### src/rv64_alu_pkg.sv
package rv64_alu_pkg;

    // datapath width of the integer unit
    localparam int XLEN = 64;

    // full product width of the multiplier
    localparam int PROD_W = 2 * XLEN;

    // alu operation
    // low three bits pick the result source, bit 3 selects the variant
    // (sub vs add, unsigned vs signed compare, arithmetic vs logical shift)
    typedef enum logic [3:0] {
        ALU_ADD  = 4'h0,
        ALU_SLL  = 4'h1,
        ALU_SLT  = 4'h2,
        ALU_SRC2 = 4'h3,
        ALU_XOR  = 4'h4,
        ALU_SRL  = 4'h5,
        ALU_OR   = 4'h6,
        ALU_AND  = 4'h7,
        ALU_SUB  = 4'h8,
        ALU_SLTU = 4'hA,
        ALU_SRA  = 4'hD
    } alu_op_e;

    // multiply type, same order as funct3 of mul/mulh/mulhsu/mulhu
    typedef enum logic [1:0] {
        // low half, mul and mulw
        MUL_LO  = 2'd0,
        // high half, signed x signed
        MUL_HSS = 2'd1,
        // high half, signed x unsigned
        MUL_HSU = 2'd2,
        // high half, unsigned x unsigned
        MUL_HUU = 2'd3
    } mul_op_e;

    // payload carried down the multiplier pipeline
    typedef struct packed {
        // product in flight
        logic              valid;
        // which half goes out
        mul_op_e           op;
        // 32-bit form, result sign-extended from bit 31
        logic              word;
        // operand signs differ, negate at the end
        logic              neg;
        // absolute multiplicand
        logic [XLEN-1:0]   mcand;
        // absolute multiplier, consumed from the lsb
        logic [XLEN-1:0]   mplier;
        // partial product
        logic [PROD_W-1:0] acc;
    } mul_pipe_t;

endpackage

### src/mul_stage.sv
`timescale 1ns/1ps

module mul_stage
    import rv64_alu_pkg::*;
#(
    // must divide XLEN evenly
    parameter int NUM_STAGES = 4
) (
    input  logic      clk,
    input  logic      rst_n,
    input  logic      flush_i,
    input  mul_pipe_t pipe_i,
    output mul_pipe_t pipe_o
);

    // multiplier bits handled by this stage
    localparam int BITS = XLEN / NUM_STAGES;

    mul_pipe_t     nxt;
    logic [XLEN:0] upper;
    logic          valid_q;
    mul_pipe_t     pay_q;

    // shift-add, one multiplier bit per step
    // acc moves right instead of the multiplicand moving left,
    // so the multiplicand always adds into the upper half
    always_comb begin
        nxt   = pipe_i;
        upper = '0;
        for (int i = 0; i < BITS; i++) begin
            upper = {1'b0, nxt.acc[PROD_W-1:XLEN]} +
                    (nxt.mplier[0] ? {1'b0, nxt.mcand} : {(XLEN+1){1'b0}});
            nxt.acc    = {upper, nxt.acc[XLEN-1:1]};
            nxt.mplier = nxt.mplier >> 1;
        end
    end

    always_ff @(posedge clk or negedge rst_n) begin
        if (!rst_n) begin
            valid_q <= 1'b0;
        end else begin
            valid_q <= pipe_i.valid && !flush_i;
        end
    end

    always_ff @(posedge clk) begin
        if (pipe_i.valid) begin
            pay_q <= nxt;
        end
    end

    always_comb begin
        pipe_o       = pay_q;
        pipe_o.valid = valid_q;
    end

endmodule

### config.mk
export PLATFORM = sky130hd
export DESIGN_NAME = mul_stage
export DESIGN_NICKNAME = d
export VERILOG_FILES = /design/src/rv64_alu_pkg.sv /design/src/mul_stage.sv
export SDC_FILE = /design/constraint.sdc
export NUM_CORES = 2
export LEC_CHECK = 0
export BUFFER_PORTS_ARGS = -buffer_cell sky130_fd_sc_hd__buf_2
export CORE_UTILIZATION = 64
export CTS_CLUSTER_SIZE = 24
export DETAILED_ROUTE_END_ITERATION = 8
export HOLD_SLACK_MARGIN = 0.02
export PLACE_DENSITY = 0.84
export SETUP_SLACK_MARGIN = 0.4
export SYNTH_ARGS = -nofsm -noshare
export SYNTH_HDL_FRONTEND = slang
export SYNTH_SLANG_ARGS = --single-unit
### constraint.sdc
create_clock -name clk -period 0.8 [get_ports clk]
set_clock_uncertainty 0.05 [all_clocks]
set_input_delay 0.08 -clock clk [delete_from_list [all_inputs] [get_ports clk]]
set_output_delay 0.08 -clock clk [all_outputs]
set_load 0.005 [all_outputs]
==> impl_metrics.json, run 1 <==
{
  "start_util_pct": 64.7,
  "error_line": "[ERROR DPL-0033] detailed placement checks failed during check placement.",
  "dp_hpwl_um": 340000,
  "synth.distinct_cells": 99,
  "synth_area_um2": 71700,
  "synth_ff_type": "edfxtp_1",
  "ys_seq_elements": 245,
  "fp.dieH_um": 337,
  "die_x_um": 337,
  "synth_area_per_cell_um2": 7.29,
  "synthCells": 9838,
  "status": "did not finish",
  "synth_edf_count": 244,
  "seq_area_frac_synth_pct": 10.3,
  "ios": 525,
  "rows": 122,
  "place_congestion": 1.14,
  "failing_step": "detailed placement (3_5_place_dp)",
  "numPortBuffers": 492,
  "yosys_warnings": 0,
  "synth-async-reset-ratio_pct": 0.408
}
[kinds of logic after synthesis]
kind of cell    count (synthesis)  synth area share (%)
compound gates               3438                  30.5
simple gates                 3345                  24.8
fa+ha+maj                    1040                  18.3
xor+xnor                      956                  11.7
buf+inv                       810                  4.36
flops                         245                  10.3
mux                             3                0.0436
other cells                     1               0.00523
[stage by stage]
stage                   cell area, um2  cells  setup slack [ns]  TNS [ns]  hold slack (ns)
after global placement          102000  14900            -24.23  -1446.51           -0.195
after floorplan                  73800   9853            -21.74  -1259.22           -0.266
[Yosys cell counts, types with 66 or more instances]
| cell | instances | area share, % |
|---|---|---|
| ha_1 | 1024 | 18 |
| o21bai_1 | 189 | 2.0 |
| a211oi_1 | 67 | 0.70 |
| inv_1 | 301 | 1.6 |
| a21o_1 | 632 | 6.6 |
| o21a_1 | 115 | 1.2 |
| clkbuf_1 | 474 | 2.5 |
| nand2b_1 | 116 | 1.0 |
| a21oi_1 | 1146 | 8.0 |
| edfxtp_1 | 244 | 10 |
| nor2_1 | 494 | 2.6 |
| a31oi_1 | 141 | 1.2 |
| o21ai_1 | 66 | 0.46 |
| and2_1 | 1074 | 9.4 |
| xnor2_1 | 626 | 7.6 |
| nand4_1 | 241 | 2.1 |
| nor3_1 | 148 | 1.0 |
| nand2_1 | 678 | 3.5 |
| nor2b_1 | 135 | 1.2 |
| o21ai_0 | 569 | 4.0 |
| xor2_1 | 330 | 4.0 |
| nand3_1 | 175 | 1.2 |
| and3_1 | 110 | 0.96 |
==> inputs of run 2 (changes only) <==
Settings changed: CORE_UTILIZATION 64 to 40, CTS_CLUSTER_SIZE 24 to default, HOLD_SLACK_MARGIN 0.02 to default, PLACE_DENSITY 0.84 to default, PLACE_DENSITY_LB_ADDON from default to 0.15, SETUP_SLACK_MARGIN 0.4 to default.
==> impl_metrics.json, run 2 <==
{
  "routed_wl_um": 310000,
  "overflow": 0,
  "drc": 0,
  "synth.area.top_cells": "ha_1 18%, edfxtp_1 10%, and2_1 9.4%, a21oi_1 8.0%, xnor2_1 7.6%",
  "violations": "negative hold slack, negative setup slack",
  "critPathMaxFanout": 7,
  "drtAntennaViolNets": 0,
  "dp_hpwl_um": 256000,
  "synth_area_per_cell_um2": 7.29,
  "period_minus_slack_ns": 23.59,
  "core_um2": 178000,
  "final_cells": 16600,
  "hold_buffers": 143,
  "seq_area_frac_synth_pct": 10.3,
  "slowest_stage": "ha_1",
  "antenna_found_initial": 20,
  "hold_slack_ns": -0.0575,
  "root_buffer": "clkbuf_16",
  "fillers": 15700,
  "synth_top_area_cell": "ha_1",
  "end_kind": "flop",
  "min_path_type": "in2reg",
  "cp-start-kind": "input port",
  "crit_end": "pipe_o[126]",
  "rsz0062_at_grt": "yes",
  "dr_total_vias": 89900,
  "grt_max_degree": 65,
  "final.setup.worst_slack_ns": -22.79,
  "finalSetupViolations": 328,
  "clk_path_buf_depth": 3,
  "nNetsFinal": 15500,
  "fin_setup_tns_ns": -1475.30,
  "first_global_vias": 90500,
  "yosys_warnings": 0,
  "drive_above_1_share_pct": 42.1,
  "startpoint": "pipe_i[128]",
  "arrival_ns": 23.87,
  "die_x_um": 425,
  "multiInputGateArea_um2": 68500,
  "first_iter_violations": 5302,
  "cpPeakStageDelay_ns": 0.39,
  "synth_ff_type": "edfxtp_1",
  "tightestPinTransition_ns": 0.771,
  "mostFrequentLayoutCell": "buf_4",
  "largest_reg_flops": 244,
  "grt_pass1_wl_um": 477000,
  "synth_common_cells": "1,146 x a21oi_1, 1,074 x and2_1, 1,024 x ha_1",
  "ios": 525,
  "cts_tree": "built",
  "place_congestion": 0.974,
  "synth_edf_count": 244,
  "htreeDepth": 1,
  "crit_type": "in2reg",
  "clkTransAtPathRegs_ns": 0.06,
  "cap_viol_max_count": 0,
  "vias_per_cell": 5.42,
  "final_max_slew_viol_count": 0,
  "wl_per_cell_um": 18.7,
  "cts_buffers": 26,
  "yosysMostFrequentCell": "a21oi_1",
  "grt_usage_pct": 32.7,
  "relSlewSlack_pct": 47.8,
  "final_util_pct": 65.5,
  "start_util_pct": 40.2,
  "worst_path_most_repeated_cell": "buf_4",
  "hold_violations": 31,
  "numPortBuffers": 492,
  "die-area_um2": 181000,
  "cp.required_ns": 1.08,
  "synthCells": 9838,
  "dpl.cell_count": 16000,
  "fp.dieH_um": 425,
  "fmax_ghz": 0.0424,
  "seq_area_um2": 7350,
  "cts_sinks": 245,
  "synth_area_um2": 71700,
  "fin_crit_sh_pct": 2950,
  "synthDominantCellAreaShare_pct": 17.9,
  "ys_seq_elements": 245,
  "layout_common_cells": "4,093 x buf_4, 1,052 x and2_1, 926 x ha_1",
  "firstDrtPassIters": 6,
  "status": "finished with violations",
  "rows": 155,
  "synth-async-reset-ratio_pct": 0.408,
  "synthToLayoutAreaGrowth_pct": 62.7,
  "synth.distinct_cells": 99
}
[run 2: cell counts after synthesis]
Identical to the previous run, type by type.
[run 2: cell type report]
type | instances | area share (%)
Antenna cell | 19 | 0.0407
Clock buffer | 28 | 0.582
Clock inverter | 20 | 0.149
Inverter | 301 | 0.973
Multi-Input combinational cell | 8798 | 58.7
Sequential cell | 245 | 6.30
Tap cell | 2355 | 2.53
Timing Repair Buffer | 4819 | 30.7
[run 2: worst max-delay path: cells and delay by family]
| kind | cells | cell delay, ns |
|---|---|---|
| and+or+nand+nor | 28 | 4.23 |
| AOI/OAI and AO/OA | 54 | 9.48 |
| buffers and inverters | 19 | 2.63 |
| adders and majority gates | 17 | 5.09 |
| xor gates and xnor gates | 16 | 2.35 |
[run 2: worst min-delay path by stage]
stage / startpoint / to / slack [ns] / cells after the start
floorplan: rst_n / valid_q / -0.27 / 0
global placement: rst_n / valid_q / -0.19 / 1
detailed placement: rst_n / valid_q / -0.19 / 1
CTS: pipe_i[134] / pipe_o[54] / -0.11 / 3
global route: pipe_i[134] / pipe_o[54] / -0.07 / 3
finish: pipe_i[134] / pipe_o[54] / -0.06 / 3
[run 2: cell families (layout without fill, tap and decap cells)]
logic type,count (synthesis),count (layout),synth area share [%]
AOI/OAI and AO/OA,3438,3438,30.5
and+or+nand+nor,3345,3345,24.8
buffers and inverters,810,5168,4.36
other,1,35,0.00523
xor gates and xnor gates,956,956,11.7
DFF,245,245,10.3
muxes,3,3,0.0436
adders and majority gates,1040,1040,18.3
[run 2: metal layers]
layer / track usage, % / part of all wire [%]
met3: 1.87 / 4.4
met5: 0 / 0.023
met2: 57.3 / 47
met1: 42.5 / 45
met4: 10.4 / 3.5
[run 2: what timing repair did]
item | CTS | global route
buffers inserted | 302 | 36
gates resized for setup | 969 | 268
pin swaps | 595 | 175
gates cloned | 1 | 0
endpoints found under the setup margin | 324 | 442
hold endpoints to repair | 263 | 112
[run 2: metrics by stage]
| stage | hold WS [ns] | setup WS (ns) | cell area (um2) |
|---|---|---|---|
| 2_1_floorplan | -0.266 | -21.74 | 73800 |
| 3_3_place_gp | -0.189 | -25.94 | 106000 |
| 3_5_place_dp | -0.190 | -25.95 | 106000 |
| 4_1_cts | -0.111 | -22.43 | 115000 |
| 5_1_grt | -0.0688 | -23.94 | 117000 |
| 6_report | -0.0575 | -22.79 | 117000 |
Power of run 2 is not shown: default switching activity piles up to over one toggle a cycle in this logic, so the estimate is an artifact.
